`src/common/ppu_pkg.sv`:
```
package ppu_pkg;

  // ==========================================================================
  // Address map
  // ==========================================================================

  // Video RAM window
  localparam logic [15:0] VRAM_START = 16'h8000;
  localparam logic [15:0] VRAM_END   = 16'h9FFF;

  // Sprite attribute memory
  localparam logic [15:0] OAM_START  = 16'hFE00;
  localparam logic [15:0] OAM_END    = 16'hFE9F;

  // LCD register block
  localparam logic [15:0] REGS_START = 16'hFF40;
  localparam logic [15:0] REGS_END   = 16'hFF4B;

  // OAM DMA trigger lives inside the register block
  localparam logic [15:0] DMA_ADDR   = 16'hFF46;

  // Individual LCD registers
  localparam logic [15:0] ADDR_LCDC  = 16'hFF40;
  localparam logic [15:0] ADDR_STAT  = 16'hFF41;
  localparam logic [15:0] ADDR_SCY   = 16'hFF42;
  localparam logic [15:0] ADDR_SCX   = 16'hFF43;
  localparam logic [15:0] ADDR_LY    = 16'hFF44;
  localparam logic [15:0] ADDR_LYC   = 16'hFF45;
  localparam logic [15:0] ADDR_BGP   = 16'hFF47;
  localparam logic [15:0] ADDR_WY    = 16'hFF4A;
  localparam logic [15:0] ADDR_WX    = 16'hFF4B;

  // ==========================================================================
  // Frame timing
  // ==========================================================================

  localparam logic [8:0] DOTS_PER_LINE   = 9'd456;
  localparam logic [7:0] LINES_PER_FRAME = 8'd154;
  // First VBlank line
  localparam logic [7:0] SCREEN_HEIGHT   = 8'd144;
  // OAM scan and pixel transfer lengths in dots
  localparam logic [8:0] MODE2_LEN       = 9'd80;
  localparam logic [8:0] MODE3_LEN       = 9'd172;

  // ==========================================================================
  // Types
  // ==========================================================================

  // Encoding matches the STAT mode field
  typedef enum logic [1:0] {
    PPU_MODE_0 = 2'd0,  // HBlank
    PPU_MODE_1 = 2'd1,  // VBlank
    PPU_MODE_2 = 2'd2,  // OAM scan
    PPU_MODE_3 = 2'd3   // Pixel transfer
  } ppu_mode_t;

  // Target of a CPU access
  typedef enum logic [1:0] {
    REGION_NONE = 2'd0,
    REGION_VRAM = 2'd1,
    REGION_OAM  = 2'd2,
    REGION_REGS = 2'd3
  } ppu_region_t;

  // Byte request from the bus bridge
  typedef struct packed {
    logic        write;
    logic        read;
    ppu_region_t region;
    logic [15:0] addr;
    logic [7:0]  wdata;
  } ppu_req_t;

  // STAT bits 6 down to 3
  typedef struct packed {
    logic lyc;
    logic mode2;
    logic mode1;
    logic mode0;
  } stat_en_t;

endpackage
```
`src/source/axil_bridge.sv`:
```
module axil_bridge
  import ppu_pkg::*;
(
  input  logic        clk,
  input  logic        reset,
  // Write address and data channels
  input  logic        awvalid,
  input  logic [15:0] awaddr,
  output logic        awready,
  input  logic        wvalid,
  input  logic [31:0] wdata,
  input  logic [3:0]  wstrb,
  output logic        wready,
  // Write response channel
  output logic        bvalid,
  output logic [1:0]  bresp,
  input  logic        bready,
  // Read address channel
  input  logic        arvalid,
  input  logic [15:0] araddr,
  output logic        arready,
  // Read data channel
  output logic        rvalid,
  output logic [31:0] rdata,
  output logic [1:0]  rresp,
  input  logic        rready,
  // Internal byte path
  output ppu_req_t    req,
  input  logic [7:0]  vram_rdata,
  input  logic [7:0]  oam_rdata,
  input  logic [7:0]  regs_rdata
);

  localparam logic [1:0] RESP_OKAY = 2'b00;

  logic        wr_start;
  logic        rd_start;
  logic        wr_acc;
  logic        rd_acc;
  logic [15:0] req_addr;
  logic [7:0]  rd_byte;

  // Address to region, DMA register excluded
  function automatic ppu_region_t decode_region(input logic [15:0] addr);
    ppu_region_t region;
    region = REGION_NONE;
    if (addr >= VRAM_START && addr <= VRAM_END) begin
      region = REGION_VRAM;
    end else if (addr >= OAM_START && addr <= OAM_END) begin
      region = REGION_OAM;
    end else if (addr >= REGS_START && addr <= REGS_END && addr != DMA_ADDR) begin
      region = REGION_REGS;
    end
    return region;
  endfunction

  // ==========================================================================
  // Handshakes
  // ==========================================================================

  // Write wins when both would start together
  assign wr_start = awvalid & wvalid & ~awready & ~bvalid;
  assign rd_start = arvalid & ~arready & ~rvalid & ~wr_start;

  assign wr_acc = awvalid & awready & wvalid & wready;
  assign rd_acc = arvalid & arready;

  always_ff @(posedge clk or posedge reset) begin
    if (reset) begin
      awready <= 1'b0;
      wready  <= 1'b0;
      arready <= 1'b0;
      bvalid  <= 1'b0;
      rvalid  <= 1'b0;
    end else begin
      // One-cycle ready pulses
      awready <= wr_start;
      wready  <= wr_start;
      arready <= rd_start;
      // Responses hold until taken
      if (wr_acc) begin
        bvalid <= 1'b1;
      end else if (bready) begin
        bvalid <= 1'b0;
      end
      if (rd_acc) begin
        rvalid <= 1'b1;
      end else if (rready) begin
        rvalid <= 1'b0;
      end
    end
  end

  assign bresp = RESP_OKAY;
  assign rresp = RESP_OKAY;

  // ==========================================================================
  // Request and read data
  // ==========================================================================

  assign req_addr = wr_acc ? awaddr : araddr;

  always_comb begin
    req.write  = wr_acc & wstrb[0];
    req.read   = rd_acc;
    req.region = decode_region(req_addr);
    req.addr   = req_addr;
    req.wdata  = wdata[7:0];
  end

  // Open bus for unmapped space
  always_comb begin
    case (req.region)
      REGION_VRAM: rd_byte = vram_rdata;
      REGION_OAM:  rd_byte = oam_rdata;
      REGION_REGS: rd_byte = regs_rdata;
      default:     rd_byte = 8'hFF;
    endcase
  end

  // Byte lands in lane 0
  always_ff @(posedge clk) begin
    if (rd_acc) begin
      rdata <= {24'h0, rd_byte};
    end
  end

endmodule

```
`config.mk`:
```
export PLATFORM = sky130hd
export DESIGN_NAME = axil_bridge
export DESIGN_NICKNAME = d
export VERILOG_FILES = /design/src/common/ppu_pkg.sv /design/src/source/axil_bridge.sv
export SDC_FILE = /design/constraint.sdc
export NUM_CORES = 1
export LEC_CHECK = 0
export ABC_AREA = 1
export BUFFER_PORTS_ARGS = -buffer_cell sky130_fd_sc_hd__buf_2
export CAP_MARGIN = 0
export CORE_MARGIN = 2
export CORE_UTILIZATION = 39
export CTS_BUF_LIST = sky130_fd_sc_hd__clkbuf_4 sky130_fd_sc_hd__clkbuf_8
export DETAILED_ROUTE_END_ITERATION = 16
export PLACE_DENSITY = 0.89
export SYNTH_ARGS = -nofsm -noshare
export SYNTH_HDL_FRONTEND = slang
export SYNTH_SLANG_ARGS = --single-unit
```
`constraint.sdc`:
```
create_clock -name clk -period 3.2 [get_ports clk]
set_input_delay 0.32 -clock clk [delete_from_list [all_inputs] [get_ports clk]]
set_output_delay 0.32 -clock clk [all_outputs]
set_load 0.05 [all_outputs]
```
; After elaboration in Yosys (flattened, before gate mapping)
; Index checks and enable logic that the tools add are counted.
; Widths: inputs -> output; s select.
[totals]
regBits = 12
ram_bits = 0
latchBits = 0
mem_bits_ro = 0
in_bits = 99
n_memories = 0
[op_classes]
n_mux = 9
n_reduce_logical = 6
n_lt_le_gt_ge = 6
div = 0
bitwise_logic = 16
shifts = 0
n_mul = 0
n_eq_ne = 4
add_sub_neg = 0
[ops]
columns = operator, n
row1 = $ge 16x16->1 const B, 3
row2 = $le 16x16->1 const B, 3
row3 = $pmux 8 s3, 1
row4 = $mux 16, 1
row5 = $ne 16x16->1 const B, 1
row6 = $and 1x1->1, 11
row7 = $mux 2, 3
row8 = $not 1->1, 5
row9 = $eq 2x2->1 const B, 2
row10 = $logic_and 1x1->1, 4
row11 = $mux 1, 4
row12 = $reduce_bool 2->1, 2
row13 = $eq 2x1->1 const B, 1

; Logic depth before layout (Yosys ltp)
; Gate-level depths: netlist of the first run.
[depth]
word_depth = 12
mapped_depth = 11
ltp_nobuf = 10

; Least setup slack after synthesis of the first run
; OpenSTA, ideal clock, no wires.
[synth_path]
kind = reg-to-output
startpoint = register wready
endpoint = output req[24] (netlist name)
path_stages_with_launch = 7
n_path_buf = 2
t_arrival_ns = 2.495
setup_slack_ns = 0.385
cell_sequence = dfrtp_1 -> buf_4 -> nand3_4 -> buf_6 -> o21ai_2 -> nand3_1 -> nand2_1
[synth_lines]
columns = item, line_no
row1 = "start, declared", axil_bridge.sv:13  ; output logic wready,
row2 = "start signal, assigned", axil_bridge.sv:78  ; wready <= wr_start;
row3 = "end, declared", axil_bridge.sv:28  ; output ppu_req_t req,

==> results of run 1 <==
state kept, by name, indices dropped and copies added, names as in the netlist:
| signal | flops |
|---|---|
| rdata | 8 |
| arready | 1 |
| bvalid | 1 |
| rvalid | 1 |
| wready | 1 |
stage by stage:
step | hold slack (ns) | instance area [um^2] | util, %
4_1_cts | 0.270 | 1940 | 49.3
3_3_place_gp | 0.198 | 1890 | 47.8
3_5_place_dp | 0.205 | 1890 | 47.8
2_1_floorplan | 0.0861 | 1680 | -
6_report | 0.275 | 1940 | 49.3
5_1_grt | 0.286 | 1940 | 49.3
worst paths after layout:
kind / startpoint / endpoint / cells past startpoint
max: wready / req[24] / 5
min: bready / bvalid / 2
max reg2reg: wready / rdata[5] / 5
min reg2reg: arready / arready / 1
max in group asynchronous: reset / wready / 3
min in group asynchronous: reset / rvalid / 3
critical path, delay by kind of cell, from the launching register on:
family                 cells  cell delay, ns
AND/OR/NAND/NOR            3            0.95
flip-flops                 1            0.59
AO/OA/AOI/OAI              1            0.29
buffers and inverters      1            0.28
logic make-up (layout without fill, tap and decap cells):
| family | count (synthesis) | in the layout |
|---|---|---|
| simple gates | 120 | 120 |
| buf+inv | 88 | 145 |
| flops | 12 | 12 |
| compound gates | 11 | 11 |
| other cells | 1 | 28 |
layout by cell type, fill, tap and decap left out, drive strengths merged:
cell and count:
o21a 1, nand3 15, nand2 57, edfxtp 8
conb 28, nor2 32, inv 44, nor3 1
dfrtp 4, nor4b 1, buf 96, nand4 14
clkbuf 4, dlygate4sd3 1, o21ai 10
report_power, final:
part,total [mW],internal (mW),switching (mW),leakage [nW]
Sequential,0.182,0.176,0.00629,0.118
Clock,0.148,0.0959,0.0519,0.0262
Combinational,0.309,0.0693,0.240,1.03
Total,0.639,0.341,0.298,1.17
synthesized netlist by cell type (3+ instances only):
master / number
buf_4: 41
buf_6: 3
dfrtp_1: 4
edfxtp_1: 8
inv_1: 42
nand2_1: 53
nand2_2: 4
nand3_2: 10
nand3_4: 4
nand4_1: 14
nor2_1: 29
o21ai_0: 3
o21ai_2: 6
timing repair:
item	4_1_cts	5_1_grt
endpoints found under the hold margin	4	0
endpoints found under the setup margin	0	0
hold buffers	1	0
routing by layer:
| metal | track usage (%) | share of wire, % | vias up |
|---|---|---|---|
| met1 | 17.5 | 35 | 682 |
| met5 | 0 | 0 | - |
| met2 | 32.5 | 53 | 94 |
| li1 | - | - | 816 |
| met4 | 4.85 | 0.88 | 0 |
| met3 | 2.00 | 11 | 5 |
final cells by class:
| class | count | area (um^2) |
|---|---|---|
| tap | 50 | 62.6 |
| fill | 390 | 2000 |
| multi-input combinational | 159 | 837 |
| timing repair buffer | 97 | 490 |
| clock buffer | 4 | 48.8 |
| inverter | 44 | 165 |
| sequential | 12 | 340 |
==> run_results.csv, run 1 <==
group,metric,value,unit
grt,gr-total-overflow,0,
floorplan,num_io_pins,168,
flow_run,cap_violations,0,
synthesis,synthSimpleGateAreaFrac,41.2,%
setup_path,r2r_slack,0.85,ns
synthesis,ys.flop_type,"edfxtp_1",
power,p_total,0.639,mW
place,dpl.cell_count,361,
place,port-buffer-count,96,
grt,grt.total_usage,16.3,%
sta,period_minus_slack,2.69,ns
setup_path,cp_slowest_stage_delay,0.59,ns
synthesis,async_flop_share,33.3,%
drt,wl,3.76,mm
synthesis,synth_mux_area_share,0,%
setup_path,cp.required,2.88,ns
drt,drc,0,
cells_and_area,nNetsFinal,416,
setup_path,critPathCaptureType,"primary output",
place,dp_hpwl,3.16,mm
drt,drt-pass1-iter-count,4,
sta,slew_violations,0,
synthesis,ys_types,22,
setup_path,critPathMaxFanout,31,
grt,antenna_found_initial,0,
floorplan,initial_core_util,40.1,%
clock_tree,cts_setup_buffers,0,
synthesis,synth_top_area_share,19.4,%
clock_tree,cts_buffers,3,
grt,grt_pass1_wl,5.71,mm
floorplan,design.core.area,0.00394,mm^2
power,power_density,329,mW/mm^2
worst_hold_path,hold_path.class,"input port to flip-flop",
sta,setup_viol,0,
sta,setup_tns,0,ns
clock_tree,clk_latency,0.24,ns
place,dpl_worst_slack,0.772,ns
floorplan,fp.dieH,67.7,um
synthesis,synth_largest_area_cell,"buf_4",
drt,num_vias,1597,
power,ir_drop,0.000114,V
setup_path,startpoint_type,"flip-flop",
synthesis,synth.area.top_cells,"buf_4 19%, edfxtp_1 15%, nand2_1 13%",
clock_tree,clkSinkCount,12,
clock_tree,clock_path_buffers,2,
sta,setup_ws,0.513,ns
drt,wl_per_cell,10.3,um
power,leakagePower,1.17,nW
synthesis,synthAdderAreaFrac,0,%
floorplan,num_rows,23,
drt,drtAntennaViolNets,0,
clock_tree,htreeDepth,1,
setup_path,cp.arrival,2.37,ns
drt,vias_per_cell,4.36,
synthesis,yosys_warnings,0,
sta,fin_worst_skew,0.00432,ns
clock_tree,root_buffer,"clkbuf_8",
grt,grt_pass1_vias,1386,
synthesis,seq_area_frac_synth,21.5,%
floorplan,dieArea,0.00458,mm^2
sta,min_period_over_period,84.0,%
sta,max_freq,0.372,GHz
setup_path,cp_slowest_cell,"dfrtp_1",
synthesis,syn_inst,232,
synthesis,syn_area,0.00158,mm^2
cells_and_area,antenna_cells,0,
cells_and_area,drive_gt1_share,40.8,%
synthesis,synth_edf_count,8,
synthesis,synth_top_family_by_area,"simple AND/OR/NAND/NOR gates",
synthesis,synth_compound_gate_area_share,5.06,%
cells_and_area,instances_no_fill,366,
grt,grt_max_degree,32,
synthesis,synthXorXnorAreaFrac,0,%
setup_path,critPathKind,"flip-flop to primary output",
drt,drt_first_iter_violations,98,
floorplan,die_x,67.7,um
cells_and_area,area_delta_synth_final,22.8,%
sta,hold_viol,0,
clock_tree,cts_tree,"built",
synthesis,syn_avg_cell_area,6.82,um^2
place,gp_congestion,0.796,
clock_tree,cts_resized,0,
sta,rsz0062_at_grt,"no",
setup_path,cp_cell_sequence,"nand3_4, o21ai_2, nand3_1, nand2_1, buf_2",
clock_tree,cts.clk_slew.worst_paths,0.05,ns
synthesis,ys_seq_elements,12,
outcome,outcome,"completed",
Note: power is estimated with default switching activity, not from simulation.
==> run 2: changes to the inputs <==
Settings changed: CORE_UTILIZATION 39 to 33, PLACE_DENSITY 0.89 to 0.8.
Clock period 3.2 ns to 2.18 ns, I/O delays scaled along.
==> run 2 against run 1 <==
Critical path depth increased by 5. Die area is 17% higher. Clock-buffer cell count down 1. Combinational power grew 56%. Non-clock buffer count grew 5. Clock skew fell by 0.0031 ns. Design area increased by 7.9%. Global-route usage shrank 3.2 points. Critical endpoint is now req[25].
==> run_results.csv, run 2 (synthesis gave the netlist of run 1 again) <==
group,metric,value,unit
power,leakagePower,1.22,nW
setup_path,worstSetupPathDepth,10,
sta,hold_viol,0,
drt,drc,0,
floorplan,num_rows,25,
sta,period_minus_slack,2.07,ns
place,port-buffer-count,96,
power,ir_drop,0.000211,V
floorplan,die_x,73.3,um
sta,min_period_over_period,94.9,%
clock_tree,cts.clk_slew.worst_paths,0.05,ns
setup_path,cp_slowest_stage_delay,0.41,ns
setup_path,cp_cell_sequence,"nand3_4, clkbuf_16, nand2_1, o21ai_2, inv_2, nand2_2, nor2_8, nand3_4, nand2_2, buf_4",
grt,grt.total_usage,13.1,%
cells_and_area,antenna_cells,0,
sta,rsz0062_at_grt,"no",
floorplan,initial_core_util,34.0,%
place,placed_cell_area,0.00198,mm^2
sta,slew_violations,0,
clock_tree,clock_path_buffers,2,
grt,antenna_found_initial,0,
setup_path,cp_slowest_cell,"dfrtp_2",
sta,setup_viol,0,
drt,num_vias,1636,
power,p_total,0.938,mW
place,dp_hpwl,3.18,mm
floorplan,dieArea,0.00537,mm^2
drt,drtAntennaViolNets,0,
clock_tree,clk_latency,0.23,ns
clock_tree,htreeDepth,1,
sta,max_freq,0.484,GHz
worst_hold_path,hold_path.class,"input port to flip-flop",
setup_path,reg2reg_from,"wready",
cells_and_area,largest_register_ffs,8,
cells_and_area,finish.instance_area,0.00210,mm^2
drt,wl_per_cell,10.5,um
clock_tree,cts_buffers,3,
place,gp_congestion,0.788,
cells_and_area,area_delta_synth_final,32.6,%
setup_path,cp-startpoint,"wready",
drt,drt-pass1-iter-count,4,
floorplan,fp.dieH,73.3,um
drt,vias_per_cell,4.35,
setup_path,critPathMaxFanout,15,
clock_tree,root_buffer,"clkbuf_8",
clock_tree,clkSinkCount,12,
setup_path,startpoint_type,"flip-flop",
worst_hold_path,hold_depth,2,
sta,holdWs,0.170,ns
outcome,outcome,"completed",
grt,grt_pass1_vias,1393,
floorplan,num_io_pins,168,
cells_and_area,final_cell_mix,"94 x buf_2, 45 x nand2_1, 42 x inv_1",
grt,gr-total-overflow,0,
clock_tree,cts_tree,"built",
cells_and_area,nNetsFinal,422,
cells_and_area,regMostFlops,"rdata",
setup_path,critPathCaptureType,"primary output",
grt,grt_max_degree,32,
power,power_density,447,mW/mm^2
setup_path,path_buf_inv,3,
setup_path,cp.required,1.96,ns
sta,fin_worst_skew,0.00122,ns
floorplan,design.core.area,0.00466,mm^2
setup_path,critPathKind,"flip-flop to primary output",
grt,grt_pass1_wl,5.64,mm
worst_hold_path,min_from,"bready",
setup_path,cp.arrival,1.85,ns
cells_and_area,drive_gt1_share,45.0,%
setup_path,r2r_cells,10,
drt,wl,3.96,mm
drt,drt_first_iter_violations,66,
setup_path,path_delay_family,"simple AND/OR/NAND/NOR gates",
flow_run,cap_violations,0,
cells_and_area,mostFrequentLayoutCell,"buf_2",
sta,setup_tns,0,ns
run 2: final timing paths:
check | endpoint | slack, ns
setup / recovery | req[25] | 0.11
hold / removal | bvalid | 0.17
setup reg to reg | rdata[4] | 0.32
hold reg to reg | arready | 0.46
max in group asynchronous | wready | 1.60
min in group asynchronous | bvalid | 0.42
run 2: layout make-up:
| cell class | count | area, um^2 |
|---|---|---|
| repair buffers | 102 | 563 |
| multi-input cells | 160 | 916 |
| well taps | 54 | 67.6 |
| fillers | 457 | 2560 |
| flip-flops and latches | 12 | 342 |
| inverters | 44 | 165 |
| clock inverters | 1 | 3.75 |
| clock buffers | 3 | 41.3 |
run 2: metal layers:
layer  track usage (%)  share of wire (%)
met3              1.23                6.7
met4              4.12               0.63
met5                 0                  0
met2              25.0                 53
met1              15.0                 40
run 2: worst register-to-register path: stages (launching register included):
cell and delay [ns]:
dfrtp_2 0.41, nand3_4 0.11, clkbuf_16 0.21, nand2_1 0.09, o21ai_2 0.08, inv_2 0.05
nand2_2 0.07, nor2_8 0.19, nand3_4 0.12, nand3_4 0.15, nand3_2 0.10
run 2: where the power goes:
| part | switching [mW] | internal, mW | leakage (nW) |
|---|---|---|---|
| clock | 0.0680 | 0.123 | 0.0231 |
| sequential | 0.00733 | 0.259 | 0.117 |
| combinational | 0.366 | 0.116 | 1.08 |
| total | 0.441 | 0.498 | 1.22 |
run 2: what timing repair did:
| action | in CTS | in global routing |
|---|---|---|
| pin swaps | 1 | 1 |
| setup endpoints to repair | 2 | 2 |
| buffers inserted | 2 | 0 |
| hold endpoints to repair | 4 | 0 |
| hold buffers | 1 | 0 |
| resized for setup | 3 | 2 |
| gates cloned | 0 | 2 |
run 2: metrics by stage:
stage,setup slack [ns],utilization (%),std cells
detailed placement,0.154,42.5,367
finish,0.112,45.0,376
floorplan,-0.0144,-,259
global placement,0.192,42.5,367
global route,0.00121,45.0,376
CTS,0.0513,44.2,374
